File: src/source/exec_pkg.sv
// shared types, sizes and ALU opcodes of the execution cluster, referenced as exec_pkg::name
package exec_pkg;

    // entry counts are tied to the tag width
    localparam int tag_w = 3;
    localparam int rob_depth = 8;
    localparam int rs_depth = 4;

    typedef logic [31:0] word_t;
    typedef logic [tag_w-1:0] tag_t;
    typedef logic [4:0] op_t;

    // opcode encodings, unlisted codes give 0
    localparam op_t op_add  = 5'b00000;
    localparam op_t op_and  = 5'b00001;
    localparam op_t op_or   = 5'b00010;
    localparam op_t op_sll  = 5'b00011;
    localparam op_t op_srl  = 5'b00100;
    localparam op_t op_slt  = 5'b00101;
    localparam op_t op_sltu = 5'b00110;
    localparam op_t op_sra  = 5'b00111;
    localparam op_t op_sub  = 5'b01000;
    localparam op_t op_xor  = 5'b01001;
    localparam op_t op_eq   = 5'b01010;
    localparam op_t op_ge   = 5'b01011;
    localparam op_t op_ne   = 5'b01100;
    localparam op_t op_geu  = 5'b01101;
    localparam op_t op_jalr = 5'b10001;
    localparam op_t op_lt   = 5'b11010;
    localparam op_t op_ltu  = 5'b11011;

    // an operand is either a value or the tag of the ROB entry producing it
    typedef struct packed {
        logic  ready;
        tag_t  tag;
        word_t value;
    } operand_t;

endpackage

File: src/source/cdb_if.sv
// common data bus between the ALU and the units that wait on its results
interface cdb_if (
    input logic clk,
    input logic rst
);

    logic              valid;
    exec_pkg::tag_t    tag;
    exec_pkg::word_t   value;
    logic              is_branch;

    // the ALU drives results
    modport broadcaster (
        input  clk, rst,
        output valid, tag, value, is_branch
    );

    // station and ROB snoop results
    modport listener (
        input  clk, rst, valid, tag, value, is_branch
    );

endinterface

File: src/source/alu_station.sv
// four-entry reservation station, holds dispatched ALU operations until both operands are known
module alu_station (
    input  logic                 clk,
    input  logic                 rst,
    input  logic                 pause,
    input  logic                 rob_full,
    input  logic                 dispatch,
    input  exec_pkg::op_t        dispatch_op,
    input  logic                 dispatch_is_branch,
    input  exec_pkg::tag_t       dispatch_tag,
    input  exec_pkg::operand_t   src_1,
    input  exec_pkg::operand_t   src_2,
    output logic                 dispatch_ready,
    output logic                 issue,
    output exec_pkg::op_t        issue_op,
    output logic                 issue_is_branch,
    output exec_pkg::tag_t       issue_tag,
    output exec_pkg::word_t      issue_value_1,
    output exec_pkg::word_t      issue_value_2,
    cdb_if.listener              cdb
);

    logic [exec_pkg::rs_depth-1:0] busy;
    logic [exec_pkg::rs_depth-1:0] rdy;
    logic [exec_pkg::rs_depth-1:0] issue_sel;
    logic [exec_pkg::rs_depth-1:0] free_sel;
    logic [exec_pkg::rs_depth-1:0] alloc_sel;
    logic                          accept;

    exec_pkg::op_t      op_q   [exec_pkg::rs_depth];
    logic               br_q   [exec_pkg::rs_depth];
    exec_pkg::tag_t     tag_q  [exec_pkg::rs_depth];
    exec_pkg::operand_t src1_q [exec_pkg::rs_depth];
    exec_pkg::operand_t src2_q [exec_pkg::rs_depth];

    // fill a waiting operand when its producer is on the bus
    function automatic exec_pkg::operand_t snoop(
        input exec_pkg::operand_t opnd,
        input logic               bus_valid,
        input exec_pkg::tag_t     bus_tag,
        input exec_pkg::word_t    bus_value
    );
        exec_pkg::operand_t r;
        r = opnd;
        if (!opnd.ready && bus_valid && opnd.tag == bus_tag) begin
            r.ready = 1'b1;
            r.value = bus_value;
        end
        return r;
    endfunction

    // lowest ready entry issues, lowest free entry takes the next dispatch
    always_comb begin
        issue_sel = '0;
        free_sel  = '0;
        for (int i = exec_pkg::rs_depth - 1; i >= 0; i--) begin
            rdy[i] = busy[i] & src1_q[i].ready & src2_q[i].ready;
            if (rdy[i]) begin
                issue_sel    = '0;
                issue_sel[i] = 1'b1;
            end
            if (!busy[i]) begin
                free_sel    = '0;
                free_sel[i] = 1'b1;
            end
        end
    end

    assign dispatch_ready = !rob_full && !(&busy);
    assign accept         = dispatch && dispatch_ready;
    assign alloc_sel      = accept ? free_sel : '0;
    assign issue          = (|rdy) && !pause;

    always_comb begin
        issue_op        = '0;
        issue_is_branch = 1'b0;
        issue_tag       = '0;
        issue_value_1   = '0;
        issue_value_2   = '0;
        for (int i = 0; i < exec_pkg::rs_depth; i++) begin
            if (issue_sel[i]) begin
                issue_op        = op_q[i];
                issue_is_branch = br_q[i];
                issue_tag       = tag_q[i];
                issue_value_1   = src1_q[i].value;
                issue_value_2   = src2_q[i].value;
            end
        end
    end

    always_ff @(posedge clk) begin
        if (!rst) begin
            busy <= '0;
        end else begin
            for (int i = 0; i < exec_pkg::rs_depth; i++) begin
                if (alloc_sel[i]) begin
                    busy[i] <= 1'b1;
                end else if (issue && issue_sel[i]) begin
                    busy[i] <= 1'b0;
                end
            end
        end
    end

    // the bus is checked even on the write edge so no broadcast slips by
    always_ff @(posedge clk) begin
        for (int i = 0; i < exec_pkg::rs_depth; i++) begin
            if (alloc_sel[i]) begin
                op_q[i]   <= dispatch_op;
                br_q[i]   <= dispatch_is_branch;
                tag_q[i]  <= dispatch_tag;
                src1_q[i] <= snoop(src_1, cdb.valid, cdb.tag, cdb.value);
                src2_q[i] <= snoop(src_2, cdb.valid, cdb.tag, cdb.value);
            end else begin
                src1_q[i] <= snoop(src1_q[i], cdb.valid, cdb.tag, cdb.value);
                src2_q[i] <= snoop(src2_q[i], cdb.valid, cdb.tag, cdb.value);
            end
        end
    end

endmodule

File: src/source/alu_unit.sv
// single-stage ALU, registers one issued operation per cycle and broadcasts it on the data bus
module alu_unit (
    input  logic              clk,
    input  logic              rst,
    input  logic              pause,
    input  logic              issue,
    input  exec_pkg::op_t     op,
    input  logic              is_branch,
    input  exec_pkg::tag_t    tag,
    input  exec_pkg::word_t   value_1,
    input  exec_pkg::word_t   value_2,
    cdb_if.broadcaster        cdb
);

    exec_pkg::word_t result;
    logic [4:0]      shamt;

    logic            valid_q;
    exec_pkg::tag_t  tag_q;
    exec_pkg::word_t value_q;
    logic            br_q;

    assign shamt = value_2[4:0];

    always_comb begin
        case (op)
            exec_pkg::op_add:  result = value_1 + value_2;
            exec_pkg::op_jalr: result = value_1 + value_2;
            exec_pkg::op_sub:  result = value_1 - value_2;
            exec_pkg::op_and:  result = value_1 & value_2;
            exec_pkg::op_or:   result = value_1 | value_2;
            exec_pkg::op_xor:  result = value_1 ^ value_2;
            exec_pkg::op_sll:  result = value_1 << shamt;
            exec_pkg::op_srl:  result = value_1 >> shamt;
            exec_pkg::op_sra:  result = $unsigned($signed(value_1) >>> shamt);
            exec_pkg::op_slt:  result = {31'd0, $signed(value_1) < $signed(value_2)};
            exec_pkg::op_lt:   result = {31'd0, $signed(value_1) < $signed(value_2)};
            exec_pkg::op_sltu: result = {31'd0, value_1 < value_2};
            exec_pkg::op_ltu:  result = {31'd0, value_1 < value_2};
            exec_pkg::op_ge:   result = {31'd0, $signed(value_1) >= $signed(value_2)};
            exec_pkg::op_geu:  result = {31'd0, value_1 >= value_2};
            exec_pkg::op_eq:   result = {31'd0, value_1 == value_2};
            exec_pkg::op_ne:   result = {31'd0, value_1 != value_2};
            default:           result = '0;
        endcase
    end

    // pause freezes the whole output stage, a pending result waits in it
    always_ff @(posedge clk) begin
        if (!rst) begin
            valid_q <= 1'b0;
        end else if (!pause) begin
            valid_q <= issue;
        end
    end

    always_ff @(posedge clk) begin
        if (!pause && issue) begin
            tag_q   <= tag;
            value_q <= result;
            br_q    <= is_branch;
        end
    end

    // a held result goes out once pause drops
    assign cdb.valid     = valid_q & ~pause;
    assign cdb.tag       = tag_q;
    assign cdb.value     = value_q;
    assign cdb.is_branch = br_q;

    // an issue during pause would be dropped by the frozen stage
    a_quiet_in_pause: assert property (
        @(posedge clk) disable iff (!rst)
        pause |-> !issue
    ) else $error("ALU received an issue during pause");

endmodule

File: src/source/exec_cluster.sv
// integer execution cluster top, takes dispatches from rename and returns in-order commits
module exec_cluster (
    input  logic                 clk,
    input  logic                 rst,
    input  logic                 pause,
    input  logic                 dispatch,
    input  exec_pkg::op_t        op,
    input  logic                 is_branch,
    input  exec_pkg::operand_t   src_1,
    input  exec_pkg::operand_t   src_2,
    output logic                 dispatch_ready,
    output exec_pkg::tag_t       dispatch_tag,
    output logic                 commit_valid,
    output exec_pkg::tag_t       commit_tag,
    output exec_pkg::word_t      commit_value,
    output logic                 commit_is_branch
);

    logic            rob_full;
    logic            allocate;
    logic            issue;
    exec_pkg::op_t   issue_op;
    logic            issue_is_branch;
    exec_pkg::tag_t  issue_tag;
    exec_pkg::word_t issue_value_1;
    exec_pkg::word_t issue_value_2;

    cdb_if cdb (.clk(clk), .rst(rst));

    // accepted dispatch takes the current tail tag
    assign allocate = dispatch & dispatch_ready;

    alu_station u_station (
        .clk                (clk),
        .rst                (rst),
        .pause              (pause),
        .rob_full           (rob_full),
        .dispatch           (dispatch),
        .dispatch_op        (op),
        .dispatch_is_branch (is_branch),
        .dispatch_tag       (dispatch_tag),
        .src_1              (src_1),
        .src_2              (src_2),
        .dispatch_ready     (dispatch_ready),
        .issue              (issue),
        .issue_op           (issue_op),
        .issue_is_branch    (issue_is_branch),
        .issue_tag          (issue_tag),
        .issue_value_1      (issue_value_1),
        .issue_value_2      (issue_value_2),
        .cdb                (cdb.listener)
    );

    alu_unit u_alu (
        .clk       (clk),
        .rst       (rst),
        .pause     (pause),
        .issue     (issue),
        .op        (issue_op),
        .is_branch (issue_is_branch),
        .tag       (issue_tag),
        .value_1   (issue_value_1),
        .value_2   (issue_value_2),
        .cdb       (cdb.broadcaster)
    );

    reorder_buffer u_rob (
        .clk              (clk),
        .rst              (rst),
        .allocate         (allocate),
        .tail             (dispatch_tag),
        .rob_full         (rob_full),
        .commit_valid     (commit_valid),
        .commit_tag       (commit_tag),
        .commit_value     (commit_value),
        .commit_is_branch (commit_is_branch),
        .cdb              (cdb.listener)
    );

endmodule

File: src/source/reorder_buffer.sv
// eight-entry reorder buffer, hands out tags at dispatch and retires finished results in order
module reorder_buffer (
    input  logic              clk,
    input  logic              rst,
    input  logic              allocate,
    output exec_pkg::tag_t    tail,
    output logic              rob_full,
    output logic              commit_valid,
    output exec_pkg::tag_t    commit_tag,
    output exec_pkg::word_t   commit_value,
    output logic              commit_is_branch,
    cdb_if.listener           cdb
);

    exec_pkg::tag_t                 head;
    logic [exec_pkg::tag_w:0]       count;
    logic [exec_pkg::rob_depth-1:0] done;
    logic [exec_pkg::rob_depth-1:0] br_q;
    exec_pkg::word_t                value_q [exec_pkg::rob_depth];

    logic           retire;
    exec_pkg::tag_t bus_dist;
    logic           bus_in_flight;

    assign rob_full = (count == exec_pkg::rob_depth);
    assign retire   = done[head];

    // entries from head up to count are allocated
    assign bus_dist      = cdb.tag - head;
    assign bus_in_flight = ({1'b0, bus_dist} < count);

    always_ff @(posedge clk) begin
        if (!rst) begin
            head         <= '0;
            tail         <= '0;
            count        <= '0;
            done         <= '0;
            commit_valid <= 1'b0;
        end else begin
            commit_valid <= retire;
            if (allocate) begin
                done[tail] <= 1'b0;
                tail       <= tail + 1'b1;
            end
            if (cdb.valid) begin
                done[cdb.tag] <= 1'b1;
            end
            if (retire) begin
                done[head] <= 1'b0;
                head       <= head + 1'b1;
            end
            case ({allocate, retire})
                2'b10:   count <= count + 1'b1;
                2'b01:   count <= count - 1'b1;
                default: count <= count;
            endcase
        end
    end

    always_ff @(posedge clk) begin
        if (cdb.valid) begin
            value_q[cdb.tag] <= cdb.value;
            br_q[cdb.tag]    <= cdb.is_branch;
        end
        if (retire) begin
            commit_tag       <= head;
            commit_value     <= value_q[head];
            commit_is_branch <= br_q[head];
        end
    end

    // each result belongs to a live entry and arrives only once
    a_bus_hits_live_entry: assert property (
        @(posedge cdb.clk) disable iff (!cdb.rst)
        cdb.valid |-> (bus_in_flight && !done[cdb.tag])
    ) else $error("data bus marked a ROB entry that is not waiting for a result");

endmodule
File: config.mk
export PLATFORM = sky130hd
export DESIGN_NAME = exec_cluster
export DESIGN_NICKNAME = d
export VERILOG_FILES = /design/src/source/exec_pkg.sv /design/src/source/cdb_if.sv /design/src/source/alu_station.sv /design/src/source/alu_unit.sv /design/src/source/exec_cluster.sv /design/src/source/reorder_buffer.sv
export SDC_FILE = /design/constraint.sdc
export NUM_CORES = 1
export LEC_CHECK = 0
export BUFFER_PORTS_ARGS = -buffer_cell sky130_fd_sc_hd__buf_4
export CORE_MARGIN = 2
export CORE_UTILIZATION = 35
export CTS_CLUSTER_SIZE = 40
export DETAILED_ROUTE_END_ITERATION = 6
export SLEW_MARGIN = 40
export SYNTH_ARGS = -nofsm -noshare
export SYNTH_HDL_FRONTEND = slang
export SYNTH_SLANG_ARGS = --single-unit
export TNS_END_PERCENT = 30
File: constraint.sdc
create_clock -name clk -period 6.1 [get_ports clk]
set_input_delay 0.915 -clock clk [delete_from_list [all_inputs] [get_ports clk]]
set_output_delay 0.915 -clock clk [all_outputs]
set_load 0.005 [all_outputs]
==> metrics.txt, run 1 <==
outcome finished with violations; failing checks design-rule violations; fin crit share 0.945; Pleak 15.2 nW; kind of critical path reg2reg; HPWL Detailed about 90000 um; Max-Cap Viols 0; clk slew on worst S/H paths around 60 ps; drt drc 12; Setup violations, final 0; # port buffers 122; CTS tree yes; register area share after synthesis 0.542; Ys Warns 0; Synth cell types 88; IO Pins ~120; Hold WS around 490 ps; DR vias 27300; r2r setup slk 340 ps; post_cts resized 0; Vias per Instance 5.93; CP max FO 23; critical path's top delay family compound AO/OA/AOI/OAI gates; ys async rst share 0; gr usage total 0.237; hold buffers post-CTS 0; Placed Cells 4457; Relative slew margins 0.373; fin crit period 5760 ps; Arr. time, crit path 6160 ps; P&R area growth vs syn 15.6%; Max stage delay on crit path 610 ps; setup total negative slack 0 ps; clock tree buffer depth 3; pwr dens between 200 and 300 mW/mm^2; routability cong. 1.02; drt pass-1 iters 7; H-tree Lvls 3; Root Driver clkbuf_16; final number of hold-violating endpoints 0; vias in the first global route around 26000; Core Area 0.105 mm^2; layout net count around 3300; pre-CTS setup slack 562 ps; slowest stage cell, crit path a2bb2oi_1; post-DR wirelength/cell ~29 um; Crit path top cell by count buf_4; ys flop type edfxtp_1; final worst slack 336 ps; Layout Skew slightly below 60 ps; worst vdd ir 215 uV; Worst-Skew Late Latency 680 ps; Yosys reg bits 684; setup bufs post-CTS 0; first-pass GRT wire length 189000 um; drt total wl 131000 um; Cell Chain, Critical Path buf_4 > nand3_2 > buf_4 > a311oi_1 > a2bb2oi_1 > inv_1 > ha_1 > buf_4 > or4_1 > or4_1 > nor3b_1 > a22oi_1 > a221oi_1 > a31oi_1 > a22o_1 > o21ai_0 > or3_1 > nand4_1; total gr overflow 0; unrepaired setup endpoints after global routing false; Least-Margin Pin Slew 937 ps; Initial Util 0.354; Post-synth EDFFs 652; Die W 330 um; critical path startpoint category flip-flop; Synth Cell Area 0.0373 mm^2; DRT iter0 DRCs 3339; Post-DRT Antenna Nets 0; Die Y 330 um; hold crit path type in2reg; antenna violations before repair 7; f_max 0.173 GHz; post-route insts no fill 4601; proportion of layout cells with a drive suffix above 1 0.246; Worst setup EP type flip-flop; Syn Inst Count about 3000; Net Count, Synth around 3200; maximum number of pins on one net before global-route repair 61; Buf+Inv Stages, Crit Path 4; die area 0.109 mm^2; CP Data Required Time 6500 ps; num rows 119; Slew Viols, Final 0; total CTS buffers 76; clk sinks approximately 680; mean post-synth cell area ~12 um^2
[worst paths after layout]
check | startpoint | to | cells after the start
setup / recovery | u_station.src1_q[0][71] | u_alu.cdb.value[31] | 18
hold / removal | is_branch | u_station.br_q[3] | 1
setup reg to reg | u_station.src1_q[0][71] | u_alu.cdb.value[31] | 18
hold reg to reg | u_rob.count[3] | u_rob.count[3] | 2
[state kept, by name (all words and copies together), names as in the netlist, 4 cells and up]
| name | count |
|---|---|
| u_rob.value_q | 256 |
| u_station.src1_q | 144 |
| u_station.src2_q | 144 |
| u_alu.cdb.value | 32 |
| u_rob.commit_value | 32 |
| u_station.op_q | 20 |
| u_station.tag_q | 12 |
| u_rob.br_q | 8 |
| u_rob.done | 8 |
| u_rob.count | 4 |
| u_station.br_q | 4 |
| u_station.busy | 4 |
[synthesized netlist by cell type, types with 38 or more instances]
| master | count | share of area |
|---|---|---|
| mux2_2 | 271 | 0.082 |
| nor2_1 | 246 | 0.025 |
| inv_1 | 93 | 0.0094 |
| and4_1 | 38 | 0.0089 |
| ha_1 | 102 | 0.034 |
| edfxtp_1 | 652 | 0.53 |
| nor3_1 | 51 | 0.0068 |
| a311oi_1 | 40 | 0.0094 |
| o21ai_0 | 115 | 0.015 |
| mux2i_1 | 116 | 0.031 |
| a221o_1 | 38 | 0.010 |
| a22oi_1 | 48 | 0.0097 |
| buf_1 | 48 | 0.0048 |
| clkbuf_1 | 116 | 0.012 |
| nand2_1 | 239 | 0.024 |
| a21oi_1 | 148 | 0.020 |
| mux4_2 | 68 | 0.041 |
[placed cells by master (no fill, tap or decap), drive strengths merged, types with 16 or more instances in the layout]
| cell | n |
|---|---|
| a221oi | 22 |
| xnor2 | 19 |
| nand2b | 24 |
| edfxtp | 652 |
| nand3 | 38 |
| nand2 | 239 |
| o221ai | 19 |
| mux2 | 271 |
| a211oi | 18 |
| a22oi | 49 |
| o22ai | 18 |
| o211ai | 27 |
| and4 | 38 |
| a221o | 38 |
| mux4 | 68 |
| o21ai | 118 |
| a21oi | 150 |
| inv | 103 |
| mux2i | 116 |
| buf | 268 |
| a311oi | 40 |
| o2111ai | 16 |
| clkinv | 33 |
| nor2 | 246 |
| ha | 102 |
| a2bb2oi | 31 |
| dfxtp | 32 |
| xor2 | 25 |
| nor3 | 51 |
| clkbuf | 88 |
[report_power, final]
| group | switching [mW] | internal [mW] |
|---|---|---|
| clock | 2.00 | 2.72 |
| combinational | 1.69 | 0.886 |
| sequential | 0.126 | 5.32 |
[worst reg2reg max path: stages (launching register included)]
cell and delay (ps):
dfxtp_1 330, buf_4 270, nand3_2 200, buf_4 250, a311oi_1 280, a2bb2oi_1 610, inv_1 160, ha_1 330
buf_4 180, or4_1 540, or4_1 510, nor3b_1 220, a22oi_1 120, a221oi_1 540, a31oi_1 260, a22o_1 270
o21ai_0 230, or3_1 140, nand4_1 90
[cell type report]
class,count,area (um^2)
diodes,2,5.00
clock buffers,88,1970
clock inverters,48,564
fillers,9929,62300
inverters,100,378
multi-input cells,2020,16100
flip-flops and latches,684,20200
well taps,1391,1740
repair buffers,268,2160
[stage by stage]
step | cell area (um^2) | util | power [mW]
floorplan | 37300 | - | 7.02
global placement | 40200 | 0.382 | 8.00
detailed placement | 40500 | 0.384 | 8.02
CTS | 43000 | 0.408 | 12.7
global route | 43100 | 0.409 | 13.1
finish | 43100 | 0.409 | 12.7
[cells by family after synthesis]
kind of cell,after synthesis,share of synthesized area
fa+ha+maj,105,0.0358
mux,455,0.154
simple gates,741,0.0936
flops,684,0.542
compound gates,675,0.129
buf+inv,311,0.0344
xor+xnor,44,0.0103
[metal layers]
layer	vias up	wire length (um)	GRT usage
met5	-	43	0
met3	266	10900	0.0426
met4	8	5760	0.0929
met2	1299	57000	0.351
met1	13800	57600	0.342
li1	12000	-	-
Power figures use the tool's default switching activity.
==> inputs of run 2 (changes only) <==
--- a/config.mk
+++ b/config.mk
@@ -5,11 +5,13 @@
 export SDC_FILE = /design/constraint.sdc
 export NUM_CORES = 1
 export LEC_CHECK = 0
+export ABC_AREA = 1
 export BUFFER_PORTS_ARGS = -buffer_cell sky130_fd_sc_hd__buf_4
 export CORE_MARGIN = 2
 export CORE_UTILIZATION = 35
 export CTS_CLUSTER_SIZE = 40
 export DETAILED_ROUTE_END_ITERATION = 6
+export GPL_ROUTABILITY_DRIVEN = 0
 export SLEW_MARGIN = 40
 export SYNTH_ARGS = -nofsm -noshare
 export SYNTH_HDL_FRONTEND = slang
==> run 2 against run 1 <==
Net effect: the run now ends clean; power shrank 0.92%; first-iteration DRC count grew 45%; core utilization shrank 1.4 points; sequential power is essentially flat; clock-buffer cell count grew 13; worst setup slack gained 440 ps; area after synthesis grew 3.9%; critical path depth grew 4; critical endpoint is now u_alu.cdb.value[28]; largest cell class unchanged.
==> metrics.txt, run 2 <==
total gr overflow 0 (unchanged); gr usage total 0.238 (+0.00133); DR vias 33800 (+24%); Layout Skew 40.6 ps (-18.0 ps); Layout Utilization 0.395 (-0.0136); Relative slew margins 0.372 (-0.000783); sw frac 0.320 (+0.0202); drt drc 0 (-12); sequential cell fraction of total power 0.432 (+0.005); Comb pwr share 0.218 (+0.016); layout net count 4624 (+39%); worst r2r path cells 22 (+4); top cells by count, synth nand2_1, edfxtp_1, o21ai_0; H-tree Lvls 3 (unchanged); register area share after synthesis 0.522 (-0.0203); Cell Chain, Critical Path nand3_4 > buf_4 > nand3_1 > nand2_1 > inv_2 > nand3_2 > ha_1 > inv_1 > fa_1 > inv_1 > o21ai_0 > nand2_1 > nand2_1 > inv_1 > o21ai_0 > nand3_1 > nand3_1 > nand2_1 > nand2_1 > nand3_1 > nor2_1 > nand2_1; Filler Cell Count 11000 (+11%); Int Pwr 8.59 mW (-3.8%); Pleak 17.8 nW (+17%); worst reg2reg path startpoint u_station.src2_q[0][35]; leading area contributor after synthesis edfxtp_1; Die Y 337 um (+1.9%); num rows 122 (+2.5%); Worst setup EP type flip-flop; Synth Cell Area 0.0387 mm^2 (+3.9%); final number of hold-violating endpoints 0 (unchanged); Vias per Instance 5.65 (-4.8%); Setup violations, final 0 (unchanged); DRT iter0 DRCs 4858 (+45%); Arr. time, crit path 5710 ps (-450 ps); Endpoint, Worst Hold u_station.op_q[1][2]; Initial Util 0.351 (-0.00223); hold crit path type in2reg; Post-DRT Antenna Nets 0 (unchanged); drt total wl 138000 um (+5.2%); drt pass-1 iters 7 (unchanged); Synth cell types 60 (-32%); slowest stage cell, crit path o21ai_0; Syn Inst Count 4394 (+46%); P&R area growth vs syn 12.5%; clock tree buffer depth 3 (unchanged); HPWL Detailed 96200 um (+6.4%); proportion of layout cells with a drive suffix above 1 0.0951 (-0.151); Die W 337 um (+1.9%); maximum number of pins on one net before global-route repair 97 (+59%); ys async rst share 0 (unchanged); critical path startpoint category flip-flop; post_cts resized 0 (unchanged); outcome completed; Post-synth EDFFs 652 (unchanged); Yosys top cell area share 0.506 (-0.0197); hold buffers post-CTS 0 (unchanged); worst reg2reg endpoint u_alu.cdb.value[28]; clk slew on worst S/H paths 60 ps (about the same); post-DR wirelength/cell 23.1 um (-19%); Net Count, Synth 4581 (+43%); CP max FO 31 (+35%); fin crit period 5320 ps (-440 ps); fin crit share 0.873 (-0.0722); IO Pins 123 (unchanged); hold_sp op[2]; most numerous cell in the Yosys netlist nand2_1; pwr dens 290 mW/mm^2 (-2.0%); max reg flops 256 (unchanged); synth top area cells edfxtp_1, nand2_1, o21ai_0; area occupied by multi-input gates 0.0165 mm^2 (+2.5%); Max stage delay on crit path 670 ps (+60 ps); Largest regs u_rob.value_q x256, u_station.src1_q x144, u_station.src2_q x144; first-pass GRT wire length 203000 um (+7.2%); vias in the first global route 30900 (+18%); # port buffers 122 (unchanged); kind of critical path reg2reg; Worst Hold Depth 1 (unchanged); Core Area 0.110 mm^2 (+4.5%); Least-Margin Pin Slew 932 ps (-5.05 ps); clk sinks 684 (unchanged); CP Data Required Time 6480 ps (-20 ps); worst vdd ir 222 uV (+3.2%); setup bufs post-CTS 0 (unchanged); f_max 0.188 GHz (+8.3%); commonest cells after routing, fill and taps aside nand2_1, edfxtp_1, o21ai_0; antenna cells 0 (-2); Root Driver clkbuf_16; Worst-Skew Late Latency 650 ps (-30 ps); Reg area 0.0202 mm^2 (about the same); antenna violations before repair 1 (-6); unrepaired setup endpoints after global routing false; total CTS buffers 72 (-5.3%); clock share of power 0.350 (-0.021); critical path's top delay family simple AND/OR/NAND/NOR gates; Slew Viols, Final 0 (unchanged); die area 0.113 mm^2 (+3.8%); CTS tree yes; r2r setup slk 780 ps (+440 ps); setup total negative slack 0 ps (unchanged); Buf+Inv Stages, Crit Path 5 (+1); Crit path top cell by count nand2_1; most flop-heavy register u_rob.value_q; Net Switching 4.04 mW (+5.8%); Yosys reg bits 684 (unchanged); Ys Warns 0 (unchanged); Max-Cap Viols 0 (unchanged); mean post-synth cell area 8.81 um^2 (-29%); commonest non-fill, non-tap cell in the layout nand2_1; ys flop type edfxtp_1
==> run 2: power groups by stage <==
stage | logic, mW | clock network, mW | registers [mW]
after floorplan | 1.77 | 0 | 5.49
after global placement | 2.61 | 0 | 5.55
after detailed placement | 2.62 | 0 | 5.55
after CTS | 2.63 | 4.46 | 5.46
after global routing | 2.95 | 4.64 | 5.47
final | 2.75 | 4.42 | 5.46
==> run 2: metrics by stage <==
stage / instances / setup WS (ps) / area (um^2) / hold slack (ps) / power [mW]
after global placement: 5846 / 1140 / 41200 / 467 / 8.17
after detailed placement: 5851 / 1080 / 41300 / 481 / 8.17
final: 5980 / 776 / 43600 / 461 / 12.6
after floorplan: 4394 / 772 / 38700 / 435 / 7.26
after CTS: 5980 / 1080 / 43600 / 435 / 12.5
after global routing: 5980 / 600 / 43600 / 451 / 13.1
==> run 2: worst max-delay path by stage <==
stage                       startpoint                      to  slack, ps  cells past startpoint
2_1_floorplan                    pause  u_station.src2_q[1][0]        770                      3
3_3_place_gp   u_station.src2_q[0][35]     u_alu.cdb.value[28]       1140                     22
3_5_place_dp   u_station.src1_q[0][35]     u_alu.cdb.value[28]       1080                     22
4_1_cts        u_station.src1_q[0][35]     u_alu.cdb.value[28]       1080                     22
5_1_grt              u_station.busy[3]     u_alu.cdb.value[28]        600                     23
6_report       u_station.src2_q[0][35]     u_alu.cdb.value[28]        780                     22
==> run 2: routing by layer <==
layer	vias up	global-route usage	wire, um
li1	15300	-	-
met1	16000	0.342	58100
met2	2145	0.351	58400
met3	333	0.0467	15300
met4	0	0.0934	6180
met5	-	0	0
==> run 2: layout make-up <==
| class | instances | area share |
|---|---|---|
| clock buffer | 101 | 0.0460 |
| clock inverter | 28 | 0.00698 |
| inverter | 313 | 0.0270 |
| multi-input combinational | 3167 | 0.378 |
| sequential | 684 | 0.464 |
| tap | 1488 | 0.0427 |
| timing repair buffer | 199 | 0.0353 |
==> run 2: cells by family (layout without fill, tap and decap cells) <==
group,count (synthesis),in the layout,share of synthesized area
DFF,684,684,0.522
buffers and inverters,543,641,0.0582
and+or+nand+nor,2137,2137,0.240
adders and majority gates,105,105,0.0345
muxes,64,64,0.0165
xor gates and xnor gates,51,51,0.0115
AOI/OAI and AO/OA,810,810,0.117
